==> src/rtl/rvc_isa_pkg.sv <==
`default_nettype none

package rvc_isa_pkg;

  //////////////////////////////
  // instruction widths
  //////////////////////////////

  // full RV32 instruction word
  localparam int unsigned XLEN_INSTR = 32;

  // one compressed parcel
  localparam int unsigned PARCEL_W = 16;

  //////////////////////////////
  // RV32I major opcodes
  //////////////////////////////

  localparam logic [6:0] OPCODE_LOAD   = 7'h03;
  localparam logic [6:0] OPCODE_STORE  = 7'h23;
  localparam logic [6:0] OPCODE_OPIMM  = 7'h13;
  localparam logic [6:0] OPCODE_OP     = 7'h33;
  localparam logic [6:0] OPCODE_LUI    = 7'h37;
  localparam logic [6:0] OPCODE_BRANCH = 7'h63;
  localparam logic [6:0] OPCODE_JAL    = 7'h6f;
  localparam logic [6:0] OPCODE_JALR   = 7'h67;

  //////////////////////////////
  // register numbers
  //////////////////////////////

  // link register for c.jal and c.jalr
  localparam logic [4:0] REG_RA = 5'd1;

  // stack pointer, implicit base of the sp-relative forms
  localparam logic [4:0] REG_SP = 5'd2;

  // rd', rs1' and rs2' cover x8..x15
  localparam logic [1:0] RVC_REG_PREFIX = 2'b01;

  // ebreak, produced by c.ebreak
  localparam logic [XLEN_INSTR-1:0] EBREAK_INSTR = 32'h0010_0073;

  //////////////////////////////
  // quadrant field, bits [1:0]
  //////////////////////////////

  // Q_FULL is not a quadrant, it marks a 32-bit instruction
  typedef enum logic [1:0] {
    Q0     = 2'b00,
    Q1     = 2'b01,
    Q2     = 2'b10,
    Q_FULL = 2'b11
  } quadrant_e;

endpackage

`default_nettype wire

==> src/rtl/decode_pkg.sv <==
`default_nettype none

package decode_pkg;

  // slots per fetch bundle
  localparam int unsigned NUM_LANES = 2;

  // lane index width, at least one bit
  localparam int unsigned LANE_IDX_W = (NUM_LANES > 1) ? $clog2(NUM_LANES) : 1;

  //////////////////////////////
  // stage to stage payloads
  //////////////////////////////

  // one raw fetch slot after capture
  typedef struct packed {
    logic                                valid;
    logic [rvc_isa_pkg::XLEN_INSTR-1:0] instr;
  } lane_item_t;

  // one slot after expansion
  // instr is the RV32I form, zero when illegal is set
  typedef struct packed {
    logic                                valid;
    logic [rvc_isa_pkg::XLEN_INSTR-1:0] instr;
    logic                                compressed;
    logic                                illegal;
  } lane_result_t;

  // one slot as seen by issue
  typedef struct packed {
    logic                                valid;
    logic [rvc_isa_pkg::XLEN_INSTR-1:0] instr;
    logic                                compressed;
  } issue_slot_t;

endpackage

`default_nettype wire

==> src/rtl/bundle_capture.sv <==
`timescale 1ns/1ps
`default_nettype none

module bundle_capture (
  input  logic                                          clk_i,
  input  logic                                          rst_i,
  input  logic [decode_pkg::NUM_LANES-1:0]              fetch_valid_i,
  input  logic [decode_pkg::NUM_LANES-1:0][31:0]        fetch_instr_i,
  output decode_pkg::lane_item_t [decode_pkg::NUM_LANES-1:0] lane_o
);

  import decode_pkg::*;

  logic [NUM_LANES-1:0]       valid_q;
  logic [NUM_LANES-1:0][31:0] instr_q;

  // slot valid bits
  always_ff @(posedge clk_i) begin
    if (rst_i) begin
      valid_q <= '0;
    end else begin
      valid_q <= fetch_valid_i;
    end
  end

  // words only load when their slot is present
  always_ff @(posedge clk_i) begin
    for (int k = 0; k < NUM_LANES; k++) begin
      if (fetch_valid_i[k]) begin
        instr_q[k] <= fetch_instr_i[k];
      end
    end
  end

  // split into per-lane items
  always_comb begin
    for (int k = 0; k < NUM_LANES; k++) begin
      lane_o[k].valid = valid_q[k];
      lane_o[k].instr = instr_q[k];
    end
  end

endmodule

`default_nettype wire

==> src/rtl/rvc_expander.sv <==
`timescale 1ns/1ps
`default_nettype none

module rvc_expander (
  input  decode_pkg::lane_item_t   item_i,
  output decode_pkg::lane_result_t result_o
);

  import rvc_isa_pkg::*;
  import decode_pkg::*;

  logic [PARCEL_W-1:0]   c;
  quadrant_e             quad;
  logic [4:0]            rd_rs1;
  logic [4:0]            rs2;
  logic [4:0]            rd_p;
  logic [4:0]            rs2_p;
  logic [XLEN_INSTR-1:0] exp_instr;
  logic                  illegal;

  assign c    = item_i.instr[PARCEL_W-1:0];
  assign quad = quadrant_e'(item_i.instr[1:0]);

  // full register fields and the x8..x15 short forms
  assign rd_rs1 = c[11:7];
  assign rs2    = c[6:2];
  assign rd_p   = {RVC_REG_PREFIX, c[9:7]};
  assign rs2_p  = {RVC_REG_PREFIX, c[4:2]};

  always_comb begin
    exp_instr = '0;
    illegal   = 1'b0;

    unique case (quad)
      //////////////////////////////
      // quadrant 0
      //////////////////////////////
      Q0: begin
        case (c[15:13])
          3'b000: begin
            // c.addi4spn -> addi rd', sp, nzuimm
            exp_instr = {2'b00, c[10:7], c[12:11], c[5], c[6], 2'b00, REG_SP, 3'b000,
                         rs2_p, OPCODE_OPIMM};
            illegal   = (c[12:5] == 8'b0);
          end
          3'b010: begin
            // c.lw -> lw rd', uimm(rs1')
            exp_instr = {5'b0, c[5], c[12:10], c[6], 2'b00, rd_p, 3'b010, rs2_p, OPCODE_LOAD};
          end
          3'b110: begin
            // c.sw -> sw rs2', uimm(rs1')
            exp_instr = {5'b0, c[5], c[12], rs2_p, rd_p, 3'b010, c[11:10], c[6], 2'b00,
                         OPCODE_STORE};
          end
          default: begin
            // float, Zc and reserved space
            illegal = 1'b1;
          end
        endcase
      end

      //////////////////////////////
      // quadrant 1
      //////////////////////////////
      Q1: begin
        case (c[15:13])
          3'b000: begin
            // c.addi, c.nop and the addi hints
            exp_instr = {{6{c[12]}}, c[12], c[6:2], rd_rs1, 3'b000, rd_rs1, OPCODE_OPIMM};
          end
          3'b001, 3'b101: begin
            // c.jal links through ra, c.j discards the link
            exp_instr = {c[12], c[8], c[10:9], c[6], c[7], c[2], c[11], c[5:3], {9{c[12]}},
                         (c[15] ? 5'd0 : REG_RA), OPCODE_JAL};
          end
          3'b010: begin
            // c.li -> addi rd, x0, imm, rd zero is a hint
            exp_instr = {{6{c[12]}}, c[12], c[6:2], 5'd0, 3'b000, rd_rs1, OPCODE_OPIMM};
          end
          3'b011: begin
            if ({c[12], c[6:2]} == 6'b0) begin
              // zero immediate is reserved for both forms
              illegal = 1'b1;
            end else if (rd_rs1 == REG_SP) begin
              // c.addi16sp -> addi sp, sp, nzimm
              exp_instr = {{3{c[12]}}, c[4:3], c[5], c[2], c[6], 4'b0, REG_SP, 3'b000,
                           REG_SP, OPCODE_OPIMM};
            end else begin
              // c.lui, rd zero is a hint
              exp_instr = {{15{c[12]}}, c[6:2], rd_rs1, OPCODE_LUI};
            end
          end
          3'b100: begin
            case (c[11:10])
              2'b00, 2'b01: begin
                // c.srli / c.srai, bit 12 would mean shamt above 31
                if (c[12]) begin
                  illegal = 1'b1;
                end else begin
                  exp_instr = {1'b0, c[10], 5'b0, c[6:2], rd_p, 3'b101, rd_p, OPCODE_OPIMM};
                end
              end
              2'b10: begin
                // c.andi
                exp_instr = {{6{c[12]}}, c[12], c[6:2], rd_p, 3'b111, rd_p, OPCODE_OPIMM};
              end
              default: begin
                case ({c[12], c[6:5]})
                  3'b000: exp_instr = {7'b0100000, rs2_p, rd_p, 3'b000, rd_p, OPCODE_OP};
                  3'b001: exp_instr = {7'b0000000, rs2_p, rd_p, 3'b100, rd_p, OPCODE_OP};
                  3'b010: exp_instr = {7'b0000000, rs2_p, rd_p, 3'b110, rd_p, OPCODE_OP};
                  3'b011: exp_instr = {7'b0000000, rs2_p, rd_p, 3'b111, rd_p, OPCODE_OP};
                  default: begin
                    // subw/addw, c.mul and the zext/sext/not group
                    illegal = 1'b1;
                  end
                endcase
              end
            endcase
          end
          default: begin
            // c.beqz / c.bnez, funct3 picked by bit 13
            exp_instr = {{4{c[12]}}, c[6:5], c[2], 5'd0, rd_p, 2'b00, c[13], c[11:10], c[4:3],
                         c[12], OPCODE_BRANCH};
          end
        endcase
      end

      //////////////////////////////
      // quadrant 2
      //////////////////////////////
      Q2: begin
        case (c[15:13])
          3'b000: begin
            // c.slli, rd or shamt zero are hints
            if (c[12]) begin
              illegal = 1'b1;
            end else begin
              exp_instr = {7'b0, rs2, rd_rs1, 3'b001, rd_rs1, OPCODE_OPIMM};
            end
          end
          3'b010: begin
            // c.lwsp -> lw rd, uimm(sp)
            exp_instr = {4'b0, c[3:2], c[12], c[6:4], 2'b00, REG_SP, 3'b010, rd_rs1,
                         OPCODE_LOAD};
            illegal   = (rd_rs1 == 5'd0);
          end
          3'b100: begin
            if (!c[12]) begin
              if (rs2 != 5'd0) begin
                // c.mv -> add rd, x0, rs2
                exp_instr = {7'b0, rs2, 5'd0, 3'b000, rd_rs1, OPCODE_OP};
              end else if (rd_rs1 != 5'd0) begin
                // c.jr -> jalr x0, 0(rs1)
                exp_instr = {12'b0, rd_rs1, 3'b000, 5'd0, OPCODE_JALR};
              end else begin
                illegal = 1'b1;
              end
            end else begin
              if (rs2 != 5'd0) begin
                // c.add -> add rd, rd, rs2
                exp_instr = {7'b0, rs2, rd_rs1, 3'b000, rd_rs1, OPCODE_OP};
              end else if (rd_rs1 != 5'd0) begin
                // c.jalr -> jalr ra, 0(rs1)
                exp_instr = {12'b0, rd_rs1, 3'b000, REG_RA, OPCODE_JALR};
              end else begin
                exp_instr = EBREAK_INSTR;
              end
            end
          end
          3'b110: begin
            // c.swsp -> sw rs2, uimm(sp)
            exp_instr = {4'b0, c[8:7], c[12], rs2, REG_SP, 3'b010, c[11:9], 2'b00,
                         OPCODE_STORE};
          end
          default: begin
            // cm.* loads, table jumps and float sp forms
            illegal = 1'b1;
          end
        endcase
      end

      Q_FULL: begin
        // 32-bit instruction goes through untouched
        exp_instr = item_i.instr;
      end
    endcase
  end

  assign result_o.valid      = item_i.valid;
  assign result_o.instr      = illegal ? '0 : exp_instr;
  assign result_o.compressed = (quad != Q_FULL);
  assign result_o.illegal    = illegal;

endmodule

`default_nettype wire

==> src/rtl/issue_collect.sv <==
`timescale 1ns/1ps
`default_nettype none

module issue_collect (
  input  logic                                                 clk_i,
  input  logic                                                 rst_i,
  input  decode_pkg::lane_result_t [decode_pkg::NUM_LANES-1:0] result_i,
  output decode_pkg::issue_slot_t  [decode_pkg::NUM_LANES-1:0] issue_o,
  output logic                                                 exc_valid_o,
  output logic [decode_pkg::LANE_IDX_W-1:0]                    exc_lane_o
);

  import rvc_isa_pkg::*;
  import decode_pkg::*;

  logic [NUM_LANES-1:0]                 issue_ok;
  logic                                 stop;
  logic [LANE_IDX_W-1:0]                first_bad;
  logic [NUM_LANES-1:0]                 valid_q;
  logic [NUM_LANES-1:0][XLEN_INSTR-1:0] instr_q;
  logic [NUM_LANES-1:0]                 comp_q;
  logic                                 exc_valid_q;
  logic [LANE_IDX_W-1:0]                exc_lane_q;

  // walk up from lane 0, the first valid illegal lane blocks itself and all above
  always_comb begin
    stop      = 1'b0;
    first_bad = '0;
    for (int k = 0; k < NUM_LANES; k++) begin
      issue_ok[k] = result_i[k].valid && !result_i[k].illegal && !stop;
      if (result_i[k].valid && result_i[k].illegal && !stop) begin
        stop      = 1'b1;
        first_bad = LANE_IDX_W'(k);
      end
    end
  end

  always_ff @(posedge clk_i) begin
    if (rst_i) begin
      valid_q     <= '0;
      exc_valid_q <= 1'b0;
      exc_lane_q  <= '0;
    end else begin
      valid_q     <= issue_ok;
      exc_valid_q <= stop;
      exc_lane_q  <= first_bad;
    end
  end

  always_ff @(posedge clk_i) begin
    for (int k = 0; k < NUM_LANES; k++) begin
      instr_q[k] <= result_i[k].instr;
      comp_q[k]  <= result_i[k].compressed;
    end
  end

  always_comb begin
    for (int k = 0; k < NUM_LANES; k++) begin
      issue_o[k].valid      = valid_q[k];
      issue_o[k].instr      = instr_q[k];
      issue_o[k].compressed = comp_q[k];
    end
  end

  assign exc_valid_o = exc_valid_q;
  assign exc_lane_o  = exc_lane_q;

endmodule

`default_nettype wire

==> src/rtl/rvc_decode_stage.sv <==
`timescale 1ns/1ps
`default_nettype none

module rvc_decode_stage (
  input  logic                                                         clk_i,
  input  logic                                                         rst_i,
  input  logic [decode_pkg::NUM_LANES-1:0]                             fetch_valid_i,
  input  logic [decode_pkg::NUM_LANES-1:0][rvc_isa_pkg::XLEN_INSTR-1:0] fetch_instr_i,
  output decode_pkg::issue_slot_t [decode_pkg::NUM_LANES-1:0]          issue_o,
  output logic                                                         exc_valid_o,
  output logic [decode_pkg::LANE_IDX_W-1:0]                            exc_lane_o
);

  import decode_pkg::*;

  lane_item_t   [NUM_LANES-1:0] lanes;
  lane_result_t [NUM_LANES-1:0] results;

  // first register stage
  bundle_capture u_capture (
    .clk_i         (clk_i),
    .rst_i         (rst_i),
    .fetch_valid_i (fetch_valid_i),
    .fetch_instr_i (fetch_instr_i),
    .lane_o        (lanes)
  );

  // one expander per slot
  for (genvar g = 0; g < NUM_LANES; g++) begin : g_lane
    rvc_expander u_expander (
      .item_i   (lanes[g]),
      .result_o (results[g])
    );
  end

  // second register stage with the issue stop
  issue_collect u_collect (
    .clk_i       (clk_i),
    .rst_i       (rst_i),
    .result_i    (results),
    .issue_o     (issue_o),
    .exc_valid_o (exc_valid_o),
    .exc_lane_o  (exc_lane_o)
  );

endmodule

`default_nettype wire

==> config.mk <==
export PLATFORM = sky130hd
export DESIGN_NAME = rvc_decode_stage
export DESIGN_NICKNAME = d
export VERILOG_FILES = /design/src/rtl/rvc_isa_pkg.sv /design/src/rtl/decode_pkg.sv /design/src/rtl/bundle_capture.sv /design/src/rtl/rvc_expander.sv /design/src/rtl/issue_collect.sv /design/src/rtl/rvc_decode_stage.sv
export SDC_FILE = /design/constraint.sdc
export NUM_CORES = 1
export LEC_CHECK = 0
export BUFFER_PORTS_ARGS = -buffer_cell sky130_fd_sc_hd__buf_2
export CAP_MARGIN = 20
export CORE_AREA = 2 2 117 119
export CTS_CLUSTER_SIZE = 12
export DETAILED_ROUTE_END_ITERATION = 8
export DIE_AREA = 0 0 119 121
export PLACE_DENSITY = 0.8
export SLEW_MARGIN = 10
export SYNTH_ARGS = -nofsm -noshare
export SYNTH_HDL_FRONTEND = slang
export SYNTH_SLANG_ARGS = --single-unit
==> constraint.sdc <==
create_clock -name clk_i -period 2.9 [get_ports clk_i]
set_clock_uncertainty 0.1 [all_clocks]
set_input_delay 0.58 -clock clk_i [delete_from_list [all_inputs] [get_ports clk_i]]
set_output_delay 0.58 -clock clk_i [all_outputs]
set_load 0.02 [all_outputs]
## Word-level counts from Yosys, hierarchy flattened

Index checks and enable logic that the tools add are counted.

| operators by class | value |
|---|---|
| equal/unequal tests | 32 |
| multiplexer cells | 57 |
| reductions and logical operators | 35 |

Operators with widths:

| cell | number |
|---|---|
| 32-bit one-hot mux with 4 select lines | 4 |
| 32-bit one-hot mux with 5 select lines | 2 |
| 32-bit 2-to-1 mux | 8 |
| 31-bit one-hot mux with 4 select lines | 2 |
| 30-bit one-hot mux with 3 select lines | 2 |
| 32-bit one-hot mux with 2 select lines | 2 |
| 31-bit 2-to-1 mux | 2 |
| 29-bit 2-to-1 mux | 2 |
| 25-bit 2-to-1 mux | 2 |
| 21-bit 2-to-1 mux | 2 |
| 20-bit 2-to-1 mux | 2 |
| 3-bit by 2-bit == test with 1-bit output, second input constant | 8 |
| 5-bit nonzero test | 4 |
| 3-bit == test, second input constant | 6 |
| 1-bit 2-to-1 mux | 17 |
| 8-bit zero test | 2 |
| 2-bit == test, second input constant | 6 |
| 3-bit by 1-bit == test with 1-bit output, second input constant | 4 |
| 3-bit zero test | 4 |
| 6-bit zero test | 2 |
| 1-bit one-hot mux with 2 select lines | 6 |
| 2-bit OR reduction | 6 |
| 5-bit by 2-bit == test with 1-bit output, second input constant | 2 |
| 5-bit zero test | 2 |
| other kinds (8) | 25 |

| storage, ports and cells | value |
|---|---|
| register bits | 136 |
| input port bits | 68 |
| output and inout port bits | 70 |

## Longest topological paths before layout

Gate-level depths: netlist (run 1).

| logic depth | value |
|---|---|
| depth after elaboration | 11 |
| gate-level depth with buffers | 8 |
| gate-level depth less buffers | 6 |

## Cells and area by module

A second synthesis (run 1) with hierarchy kept.

| unflattened totals | value |
|---|---|
| cell total of the unflattened synthesis | 794 |
| area, all modules | 7304.5 sq um |

Modules (own cells, without submodules):

| module | instances | cells each | area each (sq um) |
|---|---|---|---|
| bundle_capture | 1 | 68 | 1974.4 |
| rvc_expander at g_lane[0].u_expander | 1 | 321 | 1963.1 |
| rvc_expander at g_lane[1].u_expander | 1 | 329 | 1923.1 |
| issue_collect | 1 | 76 | 1443.9 |

## Least setup slack after synthesis (run 1)

No wires, ideal clock.

| timing path | value |
|---|---|
| path kind | reg-to-reg |
| from | register u_capture.instr_q, in the netlist u_capture.lane_o[11] |
| to | register u_collect.instr_q, in the netlist u_collect.issue_o[14] |
| data arrival time | 1.947 ns |
| data required time | 2.678 ns |
| path slack | 0.732 ns |
| cell stages (with the launch flop) | 8 |
| path buffers | 1 |
| cells stage by stage | edfxtp_1 -> or4_1 -> buf_2 -> o31ai_1 -> o311ai_2 -> nand3_2 -> inv_2 -> a221o_1 |

| between the ends | value |
|---|---|
| cells in the longest elaborated chain, start to end | 6 |
| elaborated cells on any way between the ends | 21 |
| classes of those cells | eq/ne: 3; mux: 13; reduce/logical: 5 |

Ends and longest elaborated chain:

| element | line | RTL |
|---|---|---|
| start: declaration | bundle_capture.sv:15 | `logic [NUM_LANES-1:0][31:0] instr_q;` |
| start signal: indexed assignment | bundle_capture.sv:30 | `instr_q[k] <= fetch_instr_i[k];` |
| 5-bit nonzero test | rvc_expander.sv:153 | `end else if (rd_rs1 != 5'd0) begin` |
| 1-bit 2-to-1 mux | rvc_expander.sv:153 |  |
| 1-bit 2-to-1 mux | rvc_expander.sv:150 | `if (rs2 != 5'd0) begin` |
| 1-bit 2-to-1 mux | rvc_expander.sv:149 | `if (!c[12]) begin` |
| 1-bit one-hot mux with 4 select lines | rvc_expander.sv:133 | `case (c[15:13])` |
| 1-bit one-hot mux with 3 select lines | rvc_expander.sv:34 | `unique case (quad)` |
| end signal: indexed assignment | issue_collect.sv:52 | `instr_q[k] <= result_i[k].instr;` |
| end: declaration | issue_collect.sv:20 | `logic [NUM_LANES-1:0][XLEN_INSTR-1:0] instr_q;` |

Several ways; a longest one is shown, not always the timed one.
A chain may end at the register's enable or synchronous reset.

## Worst setup path after layout (run 1)

| timing path | value |
|---|---|
| from | register u_capture.instr_q, in the netlist u_capture.lane_o[2] |
| to | register u_collect.instr_q, in the netlist u_collect.issue_o[18] |

| between the ends | value |
|---|---|
| cells in the longest elaborated chain, start to end | 5 |
| elaborated cells on any way between the ends | 15 |
| classes of those cells | mux: 13; reduce/logical: 2 |

Ends and longest elaborated chain:

| element | line |
|---|---|
| 5-bit nonzero test | rvc_expander.sv:150, rvc_expander.sv:160 |
| 32-bit 2-to-1 mux, or another cell as far along | rvc_expander.sv:150 |
| 32-bit 2-to-1 mux or 1-bit 2-to-1 mux (tied branches) | rvc_expander.sv:149 |
| 32-bit one-hot mux with 4 select lines or 1-bit one-hot mux with 4 select lines (tied branches) | rvc_expander.sv:133 |
| 32-bit one-hot mux with 4 select lines or 1-bit one-hot mux with 3 select lines (tied branches) | rvc_expander.sv:34 |

Several ways; a longest one is shown, not always the timed one.

==> results of run 1 <==
cell usage in the layout (no fill, tap or decap), drive strengths merged, types with 6 or more instances in the layout:
cell type	count
nor4	11
a21o	9
a221o	14
a21oi	69
and2	7
buf	220
or3	6
o21a	7
o21ai	66
a22oi	9
a31oi	10
o31ai	8
clkbuf	17
edfxtp	64
a32oi	8
a211oi	7
nor3	15
inv	25
nand3	18
o22ai	8
or2	6
a221oi	11
o211ai	19
nand2	52
nor2b	17
nor3b	10
nor2	51
dfxtp	70
nand2b	17
o311ai	11
state kept, by name (all words and copies together), names as in the netlist:
| register | count |
|---|---|
| u_collect.exc_lane_o | 1 |
| u_collect.exc_valid_o | 1 |
| u_capture.lane_o | 64 |
| u_collect.issue_o | 62 |
| u_collect.comp_q | 2 |
| u_collect.valid_q | 2 |
| u_capture.valid_q | 2 |
through the flow:
| stage | total power [mW] | setup slack (ns) |
|---|---|---|
| 2_1_floorplan | 3.053 | 0.7315 |
| 3_3_place_gp | 3.623 | 0.4277 |
| 3_5_place_dp | 3.623 | 0.3922 |
| 4_1_cts | 5.897 | 0.3924 |
| 5_1_grt | 6.113 | 0.2071 |
| 6_report | 5.959 | 0.3336 |
per-layer routing:
| metal | global-route usage [%] | wire [um] | share of wire, % |
|---|---|---|---|
| met1 | 45.74 | 9819 | 33 |
| met2 | 68.86 | 13940 | 47 |
| met5 | 0 | 0 | 0 |
| met4 | 28.05 | 2507 | 8.5 |
| met3 | 10.06 | 3306 | 11 |
how the worst max path moves through the flow:
stage	slack (ns)	end	start
after detailed placement	0.39	u_collect.issue_o[18]	u_capture.lane_o[2]
final	0.33	u_collect.issue_o[18]	u_capture.lane_o[2]
after CTS	0.39	u_collect.issue_o[18]	u_capture.lane_o[2]
after floorplan	0.73	u_collect.issue_o[14]	u_capture.lane_o[11]
after global placement	0.43	u_collect.issue_o[6]	u_capture.lane_o[2]
after global routing	0.21	u_collect.issue_o[18]	u_capture.lane_o[2]
cells by family after synthesis:
group           count (synthesis)
mux                             6
buf+inv                        94
compound gates                310
simple gates                  239
flops                         134
area by class of cell:
class | count | area share, %
multi-input combinational | 555 | 38.41
inverter | 20 | 0.8282
sequential | 134 | 36.66
tap | 176 | 2.429
clock inverter | 15 | 2.126
timing repair buffer | 220 | 14.85
clock buffer | 17 | 4.693
power by group through the flow:
stage	sequential (mW)	combinational, mW	clock [mW]
floorplan	2.44	0.615	0
global placement	2.33	1.29	0
finish	2.30	1.36	2.30
global route	2.31	1.41	2.39
detailed placement	2.33	1.29	0
CTS	2.29	1.30	2.30
==> summary.txt, run 1 <==
Worst setup path
  • Reg2reg path depth: 5
  • Peak per-stage delay on the critical path: 0.65 ns
  • Reg-to-reg slack, setup: 0.33 ns
  • Levels on crit path: 5
  • Reg-to-reg endpoint: u_collect.issue_o[18]
  • Max FO, Critical Path: 8
  • Setup crit end kind: register
  • Critical path buffer and inverter count: 0
  • Cell Chain, Critical Path: or4_1 -> nor2_1 -> o311ai_1 -> o221ai_1 -> a221o_1
  • CP startpoint kind: register
  • CP max-delay cell: o311ai_1
  • Critical R2R Launch: u_capture.lane_o[2]
  • Critical Path AT: 2.79 ns
  • Critical path class: reg2reg
  • Family with the most delay on the worst path: compound AO/OA/AOI/OAI gates
  • Data required, critical path: 3.12 ns

Floorplanning
  • Die Height: between 100 and 150 um
  • Row count: 42
  • Starting Density: ~55%
  • Die X: 119 um
  • Die ar.: between 10000 and 15000 sq um
  • CORE AREA: 13090 sq um
  • I/O pin count: 138

Yosys
  • Yosys warning count: 0
  • Simple-Gate Fraction of Synth Area: 17.94%
  • Synthesized area per cell: 9.172 sq um
  • Syn nets: ~850
  • Most used flip-flop cell after synthesis: dfxtp_1
  • Most common cell in the netlist: dfxtp_1
  • Post-synth EDFFs: 64
  • Compound-Gate Fraction of Synth Area: 29.67%
  • Fraction of registers with async set/reset: 0%
  • Cell count after synthesis: 783
  • Leading area contributor after synthesis: edfxtp_1
  • Adder-cell share of the synthesized area: 0%
  • XOR/XNOR share of the synthesized area: 0%
  • Top post-synthesis cells by area: edfxtp_1, dfxtp_1, a21oi_1
  • Synth top cells by count: dfxtp_1, a21oi_1, edfxtp_1
  • Yosys top cell area share: 26.76%
  • Register bit total from synthesis: 134
  • Largest family of logic cells by synthesized area: compound AO/OA/AOI/OAI gates
  • Synth unique cells: 73
  • Post-synthesis mux area share: 0.8711%
  • Post-synthesis sequential area ratio: 46.27%
  • Post-Synthesis Cell Area: 7182 sq um

Pwr
  • P per Cell Area: 657.4 nW/um^2
  • Reg power frac: 38.6%
  • Leak: about 3.7 nW
  • Logic pwr share: 22.8%
  • Cell-internal power: 4.031 mW
  • Clock power frac: 38.6%
  • Sw power: 1.928 mW
  • Sw Ratio: between 30% and 40%
  • Maximum VDD drop: 0.0005409 V

Clocking
  • Clock Latency Late Sink: between 0.4 and 0.5 ns
  • CTS max path bufs: 2
  • TritonCTS clock tree: yes
  • Clock sink count: 134
  • Cts hold-fix bufs: 0
  • Post-cts sizing count: 0
  • Number of setup buffers added after CTS: 0
  • H-tree depth: 4
  • Clock-pin slew on the worst setup and hold paths: 0.07 ns
  • Root buffer cell: clkbuf_16
  • Num CTS Buffers: 17

Placement
  • Dpl hpwl: 21.00 mm
  • GP Congestion: 1.113
  • Placed Cells: 1105
  • Port-buffer cells: 137
  • Area post-placement: between 8000 and 9000 sq um

Final layout
  • Layout Nets: 1016
  • Layout cells sized above 1: 27.99%
  • Area occupied by registers: about 3300 sq um
  • Layout fillers: a little over 1k
  • Non-Filler Instances: 1137
  • Fin area: 9065 sq um
  • Multi-input logic area: about 3500 sq um
  • Synth-to-Final Area Change: 26.22%
  • Core Util, Final: 69.28%
  • Ant diodes: 0

GRT
  • GRT Residual Overflow: 0
  • Vias in the first global route: 7481
  • Overall routing resource usage: 40.88%
  • Largest net degree at the start of global routing: 44
  • First-pass GRT wire length: between 40 and 50 mm
  • Initial antenna violation count: 0

Route
  • Drt wl/cell: approximately 26 um
  • Vias/cell: 6.991
  • Pre-antenna DRT Iters: 8
  • Vias: just under 8k
  • DRT Wirelength: about 30 mm
  • DRT iter0 DRCs: roughly 1.4k
  • Antenna viol nets, final: 0
  • Drt drc: 0

STA
  • Hold Fails Final Rpt: 0
  • Hold slack: between 0.2 and 0.25 ns
  • RSZ-0062 raised after global routing: false
  • Worst Tran Pin Value: 0.9443 ns
  • Slew Viols, Final: 0
  • Setup_tns: 0 ns
  • Part of the cycle the worst path needs: 88.50%
  • Endpoints failing setup: 0
  • Minimum clock period: 2.566 ns
  • Max frequency: 389.6 MHz
  • Slew Limit Headroom: approximately 37%

Min path
  • Hold Path Sink: u_capture.lane_o[59]
  • Hold crit path type: in2reg
  • Hold Path Origin: fetch_instr_i[58]
  • Hold path cells: 1

Status
  • Outcome: finished, final reports clean

Flow run
  • Max_cap viols: 0
Power figures use the tool's default switching activity.
==> run 2, diff against run 1 <==
- ABC_AREA: default -> 1
- CORE_AREA: 2 2 117 119 -> 2 2 115 117
- DIE_AREA: 0 0 119 121 -> 0 0 117 119
- PLACE_DENSITY: 0.8 -> 0.81
==> summary.txt, run 2 <==
STA
  • Worst Tran Pin Value: 0.7911 ns (-0.1533 ns)
  • Setup_tns: 0 ns (unchanged)
  • RSZ-0062 raised after global routing: false
  • Minimum clock period: 2.479 ns (-0.08703 ns)
  • Slew Limit Headroom: 47.26% (+10 points)
  • Endpoints failing setup: 0 (unchanged)
  • Slew Viols, Final: 0 (unchanged)
  • Part of the cycle the worst path needs: 85.50% (-3.0 points)
  • Hold Fails Final Rpt: 0 (unchanged)
  • Max frequency: 403.3 MHz (+3.5%)
  • Final setup margin: 0.4206 ns (+0.08703 ns)
  • Hold slack: 0.2299 ns (+0.02037 ns)

Route
  • DRT Wirelength: 26.42 mm (-11%)
  • Vias/cell: 6.125 (-12%)
  • Drt drc: 0 (unchanged)
  • DRT iter0 DRCs: 1372 (-2.5%)
  • Drt wl/cell: 20.87 um (-20%)
  • Vias: 7754 (-2.5%)
  • Pre-antenna DRT Iters: 7 (-1)
  • Antenna viol nets, final: 0 (unchanged)

Worst setup path
  • Data required, critical path: 3.15 ns (+0.03 ns)
  • Max FO, Critical Path: 10 (+2)
  • CP startpoint: u_capture.lane_o[15]
  • Critical path class: reg2reg
  • Reg2reg path depth: 9 (+4)
  • Critical Path AT: 2.73 ns (-0.06 ns)
  • Setup crit end kind: register
  • Peak per-stage delay on the critical path: 0.75 ns (+0.10 ns)
  • CP startpoint kind: register
  • CP max-delay cell: edfxtp_1
  • Cell Chain, Critical Path: inv_2 -> nor2_1 -> buf_4 -> nand2_1 -> nand3_1 -> nand2_1 -> o21ai_1 -> nand2_1 -> nand4_1
  • Reg-to-reg endpoint: u_collect.issue_o[19]
  • Reg-to-reg slack, setup: 0.42 ns (+0.09 ns)
  • Critical R2R Launch: u_capture.lane_o[15]
  • Most common cell on crit path: nand2_1

Yosys
  • Yosys warning count: 0 (unchanged)
  • Simple-Gate Fraction of Synth Area: 32.42% (+14 points)
  • Cell count after synthesis: 924 (+18%)
  • Compound-Gate Fraction of Synth Area: 12.59% (-17 points)
  • Post-Synthesis Cell Area: 7004 sq um (-2.5%)
  • XOR/XNOR share of the synthesized area: 0% (unchanged)
  • Post-synthesis sequential area ratio: 47.45% (+1.2 points)
  • Synth unique cells: 38 (-48%)
  • Register bit total from synthesis: 134 (unchanged)
  • Adder-cell share of the synthesized area: 0% (unchanged)
  • Yosys top cell area share: 27.44% (+0.68 points)
  • Top post-synthesis cells by area: edfxtp_1, dfxtp_1, nand2_1
  • Leading area contributor after synthesis: edfxtp_1
  • Most used flip-flop cell after synthesis: dfxtp_1
  • Post-synthesis mux area share: 0% (-0.87 points)
  • Largest family of logic cells by synthesized area: simple AND/OR/NAND/NOR gates
  • Fraction of registers with async set/reset: 0% (unchanged)
  • Syn nets: 992 (+17%)
  • Post-synth EDFFs: 64 (unchanged)
  • Most common cell in the netlist: nand2_1
  • Synthesized area per cell: 7.580 sq um (-17%)
  • Synth top cells by count: nand2_1, nor2_1, nand3_1

Pwr
  • Logic pwr share: 20.4% (-2.4 points)
  • Clock power frac: 40.3% (+1.7 points)
  • P per Cell Area: 684.8 nW/um^2 (+4.2%)
  • Maximum VDD drop: 0.0005949 V (+10%)
  • Reg power frac: 39.3% (+0.7 points)
  • Overall Power: 5.879 mW (-1.4%)
  • Cell-internal power: 4.043 mW (+0.30%)
  • Leak: 4.176 nW (+12%)
  • Sw power: 1.835 mW (-4.8%)
  • Sw Ratio: 31.22% (-1.1 points)

Floorplanning
  • Starting Density: 54.40% (-0.48 points)
  • I/O pin count: 138 (unchanged)
  • Die Height: 119 um (-1.7%)
  • Die X: 117 um (-1.7%)
  • Row count: 42 (unchanged)
  • CORE AREA: 12870 sq um (-1.6%)
  • Die ar.: 13920 sq um (-3.3%)

Clocking
  • Clock-pin slew on the worst setup and hold paths: 0.06 ns (about the same)
  • CTS max path bufs: 2 (unchanged)
  • Cts hold-fix bufs: 0 (unchanged)
  • Post-cts sizing count: 0 (unchanged)
  • Number of setup buffers added after CTS: 0 (unchanged)
  • Clock Latency Late Sink: 0.42 ns (-0.02 ns)
  • Clock sink count: 134 (unchanged)
  • Root buffer cell: clkbuf_16
  • Num CTS Buffers: 17 (unchanged)
  • H-tree depth: 4 (unchanged)
  • TritonCTS clock tree: yes

Final layout
  • Synth-to-Final Area Change: 22.56%
  • Layout cells sized above 1: 21.01% (-7.0 points)
  • Area occupied by registers: 3323 sq um (unchanged)
  • Commonest non-fill, non-tap cells in the layout: nand2_1, buf_2, nor2_1
  • Layout Nets: 1145 (+13%)
  • Layout fillers: 1082 (+4.9%)
  • Ant diodes: 0 (unchanged)
  • Commonest non-fill, non-tap cell in the layout: nand2_1
  • Fin area: 8584 sq um (-5.3%)
  • Max reg flops: 64 (unchanged)
  • Multi-input logic area: 3153 sq um (-9.5%)

GRT
  • Overall routing resource usage: 39.02% (-1.9 points)
  • First-pass GRT wire length: 40.48 mm (-8.2%)
  • Gr busiest metal: met1
  • Vias in the first global route: 7281 (-2.7%)
  • GRT Residual Overflow: 0 (unchanged)
  • Met2 Use GR: 51.16% (-18 points)
  • Initial antenna violation count: 0 (unchanged)
  • Largest net degree at the start of global routing: 34 (-23%)
  • Grt met1 use: 57.95% (+12 points)
  • Met3 usage: 15.27% (+5.2 points)

Flow run
  • Max_cap viols: 0 (unchanged)

Placement
  • Post-Place Setup Slack: 0.4780 ns (+0.08581 ns)
  • Dpl hpwl: 19.59 mm (-6.7%)
  • GP Congestion: 1.094 (-1.7%)
  • Port-buffer cells: 137 (unchanged)
  • Area post-placement: 7935 sq um (-6.1%)

Min path
  • Hold path cells: 1 (unchanged)
  • Hold Path Origin: fetch_instr_i[42]
  • Hold Path Sink: u_capture.lane_o[43]
  • Hold crit path type: in2reg

Status
  • Outcome: finished, final reports clean
run 2: cell types whose count changed after synthesis, moves of 9 or more:
cell	previous run	this run
a221oi_1	11	1
inv_1	16	88
nand4_1	5	21
clkbuf_1	51	9
nor2b_1	17	0
nand3_1	17	91
a21o_1	9	0
nand2b_1	17	0
nor2_1	51	92
nand2_2	0	10
a221o_1	14	0
nand2_1	52	264
nor3b_1	10	0
a21oi_1	69	39
run 2: worst max path at each step:
stage	endpoint	slack, ns
after floorplan	u_collect.issue_o[9]	1.23
after global placement	u_collect.exc_lane_o	0.40
after detailed placement	u_collect.valid_q[1]	0.48
after CTS	u_collect.valid_q[1]	0.46
after global routing	u_collect.valid_q[1]	0.28
final	u_collect.issue_o[19]	0.42
run 2: logic make-up after synthesis:
group / Yosys count
simple gates: 514
flops: 134
buf+inv: 125
compound gates: 151
run 2: power by group through the flow:
stage | Sequential [mW] | Combinational, mW | Clock, mW
2_1_floorplan | 2.45 | 0.572 | 0
3_3_place_gp | 2.33 | 1.16 | 0
3_5_place_dp | 2.34 | 1.14 | 0
4_1_cts | 2.30 | 1.15 | 2.38
5_1_grt | 2.32 | 1.28 | 2.48
6_report | 2.31 | 1.20 | 2.37
run 2: final cells by class:
cell class / instances / area share (%)
Tap cell: 176 / 2.565
Inverter: 98 / 4.343
Multi-Input combinational cell: 665 / 36.73
Clock inverter: 13 / 2.274
Sequential cell: 134 / 38.71
Clock buffer: 19 / 5.291
Timing Repair Buffer: 161 / 10.09
run 2: worst max-delay path, delay by kind of cell (launching register included):
kind	cells	cell delay [ns]
simple gates	6	0.96
flops	1	0.75
buf+inv	2	0.47
compound gates	1	0.13
run 2: stage by stage:
stage	utilization (%)	std cells
after global routing	66.68	1266
after detailed placement	61.63	1234
final	66.68	1266
after floorplan	-	924
after CTS	66.68	1266
after global placement	61.63	1234
run 2: routing by layer:
layer | share of wire [%] | up-vias | wire length [um]
li1 | - | 3417 | -
met1 | 40 | 3496 | 10590
met2 | 39 | 721 | 10290
met3 | 17 | 120 | 4597
met4 | 3.5 | 0 | 937
met5 | 0 | - | 0
==> run 3, diff against run 2 <==
- ABC_AREA: 1 -> 0
- CORE_AREA: 2 2 115 117 -> 2 2 122 124
- DIE_AREA: 0 0 117 119 -> 0 0 124 126
- PLACE_DENSITY: 0.81 -> 0.77
- clock period: 2.9 -> 2.1 ns (I/O delays scaled with it)
==> summary.txt, run 3 (same netlist as run 1, synthesis figures left out) <==
Status
  • Outcome: finished, violations left
  • Failing checks: negative setup slack

GRT
  • First-pass GRT wire length: 48.63 mm (+20%)
  • Vias in the first global route: 8062 (+11%)
  • Largest net degree at the start of global routing: 22 (-35%)
  • Initial antenna violation count: 2 (+2)
  • GRT Residual Overflow: 0 (unchanged)
  • Overall routing resource usage: 42.65% (+3.6 points)

Final layout
  • Max reg flops: 64 (unchanged)
  • Layout cells sized above 1: 47.86% (+27 points)
  • Synth-to-Final Area Change: 54.79%
  • Core Util, Final: 77.67% (+11 points)
  • Commonest non-fill, non-tap cells in the layout: buf_4, buf_2, dfxtp_1
  • Layout Nets: 1175 (+2.6%)
  • Fin area: 11120 sq um (+29%)
  • Commonest non-fill, non-tap cell in the layout: buf_4

STA
  • Hold slack: 0.05199 ns (-0.1779 ns)
  • Hold Fails Final Rpt: 0 (unchanged)
  • Worst Tran Pin Value: 0.5520 ns (-0.2390 ns)
  • Slew Limit Headroom: 62.86% (+16 points)
  • Final setup margin: -0.1088 ns (-0.5294 ns)
  • RSZ-0062 raised after global routing: true
  • Setup_tns: -1.366 ns (-1.366 ns)
  • Max frequency: 452.7 MHz (+12%)
  • Slew Viols, Final: 0 (unchanged)
  • Minimum clock period: 2.209 ns (-0.2706 ns)
  • Part of the cycle the worst path needs: 105.2% (+20 points)
  • Endpoints failing setup: 31 (+31)

Clocking
  • Num CTS Buffers: 17 (unchanged)
  • CTS max path bufs: 2 (unchanged)
  • Clock sink count: 134 (unchanged)
  • Cts hold-fix bufs: 0 (unchanged)
  • Clock-pin slew on the worst setup and hold paths: 0.07 ns (about the same)
  • Root buffer cell: clkbuf_16
  • H-tree depth: 4 (unchanged)
  • Clock Latency Late Sink: 0.44 ns (+0.02 ns)
  • TritonCTS clock tree: yes

Pwr
  • P per Cell Area: 793.7 nW/um^2 (+16%)
  • Leak: 4.661 nW (+12%)
  • Maximum VDD drop: 0.0006912 V (+16%)
  • Overall Power: 8.824 mW (+50%)

Route
  • Antenna viol nets, final: 0 (unchanged)
  • Vias/cell: 6.758 (+10%)
  • DRT iter0 DRCs: 1594 (+16%)
  • Vias: 8826 (+14%)
  • Drt wl/cell: 26.48 um (+27%)
  • DRT Wirelength: 34.58 mm (+31%)
  • Pre-antenna DRT Iters: 8 (+1)
  • Drt drc: 0 (unchanged)

Floorplanning
  • Die X: 124 um (+6.0%)
  • Row count: 44 (+4.8%)
  • Die Height: 126 um (+5.9%)
  • CORE AREA: 14310 sq um (+11%)
  • I/O pin count: 138 (unchanged)
  • Starting Density: 50.17% (-4.2 points)
  • Die ar.: 15620 sq um (+12%)

Min path
  • Hold Path Sink: u_capture.lane_o[51]
  • Hold Path Origin: fetch_instr_i[50]
  • Hold path cells: 1 (unchanged)
  • Hold crit path type: in2reg

Worst setup path
  • Data required, critical path: 2.32 ns (-0.83 ns)
  • Reg2reg path depth: 6 (-3)
  • Critical R2R Launch: u_capture.lane_o[14]
  • CP startpoint kind: register
  • Critical Path AT: 2.43 ns (-0.30 ns)
  • Reg-to-reg endpoint: u_collect.issue_o[14]
  • Reg-to-reg slack, setup: -0.11 ns (-0.53 ns)
  • Critical path class: reg2reg
  • Setup crit end kind: register
  • Max FO, Critical Path: 4 (-6)

Placement
  • GP Congestion: 1.048 (-4.2%)
  • Dpl hpwl: 23.68 mm (+21%)
  • Area post-placement: 9460 sq um (+19%)
  • Port-buffer cells: 137 (unchanged)

Flow run
  • Max_cap viols: 0 (unchanged)
[run 3: cell count changes in the layout (fill, tap and decap cells not counted), moves of 13 or more]
cell and delta:
nand2_1 -215, nor2b_1 +14, nor2_1 -48, buf_4 +185, a21oi_2 +15, nand4_1 -16
nand2b_1 +15, buf_6 +23, inv_1 -73, a221o_1 +14, a21oi_1 +13, nand3_1 -75
[run 3: worst max-delay path by stage]
stage                                     from               endpoint  slack, ns  cells after the start
after global placement     u_capture.lane_o[5]  u_collect.issue_o[11]      -0.19                      6
after detailed placement   u_capture.lane_o[5]  u_collect.issue_o[11]      -0.24                      6
after floorplan           u_capture.lane_o[11]  u_collect.issue_o[14]      -0.04                      7
after CTS                  u_capture.lane_o[3]  u_collect.issue_o[11]       -0.1                      6
final                     u_capture.lane_o[14]  u_collect.issue_o[14]      -0.11                      6
after global routing      u_capture.lane_o[43]  u_collect.issue_o[62]      -0.22                      7
[run 3: power by group]
part	leakage [nW]	internal, mW	total (mW)	switching, mW
clock network	0.291	1.80	3.15	1.35
registers	1.21	3.02	3.16	0.146
logic	3.16	1.01	2.51	1.51
[run 3: area by class of cell]
class | count | area, sq um
Multi-Input combinational cell | 555 | 4170
Clock inverter | 15 | 182.7
Sequential cell | 134 | 3323
Tap cell | 184 | 230.2
Timing Repair Buffer | 379 | 2694
Inverter | 20 | 86.33
Antenna cell | 2 | 5.005
Fill cell | 940 | 3197
Clock buffer | 17 | 425.4
[run 3: metal layers]
metal / part of all wire [%] / GRT usage, % / routed length (um)
met2: 42 / 59.34 / 14630
met3: 14 / 15.35 / 5009
met4: 4.0 / 16.13 / 1388
met5: 0 / 0 / 0
met1: 39 / 60.47 / 13560
[run 3: stage by stage]
step	worst slack [ns]	instances
after floorplan	-0.03557	783
after global placement	-0.1949	1241
after detailed placement	-0.2394	1241
after CTS	-0.09946	1291
after global routing	-0.2153	1305
final	-0.1088	1306
[run 3: critical path: stages (launching register included)]
cell	delay (ns)
edfxtp_1	0.47
or4b_4	0.56
nor4_4	0.34
o311ai_4	0.14
nand3_4	0.14
inv_2	0.05
a221o_1	0.28
[run 3: timing repair]
item | in CTS | in global routing
setup buffers | 18 | 21
gates resized for setup | 61 | 120
gates cloned | 0 | 0
endpoints found under the setup margin | 39 | 55
pin swaps | 26 | 48
endpoints found under the hold margin | 0 | 0
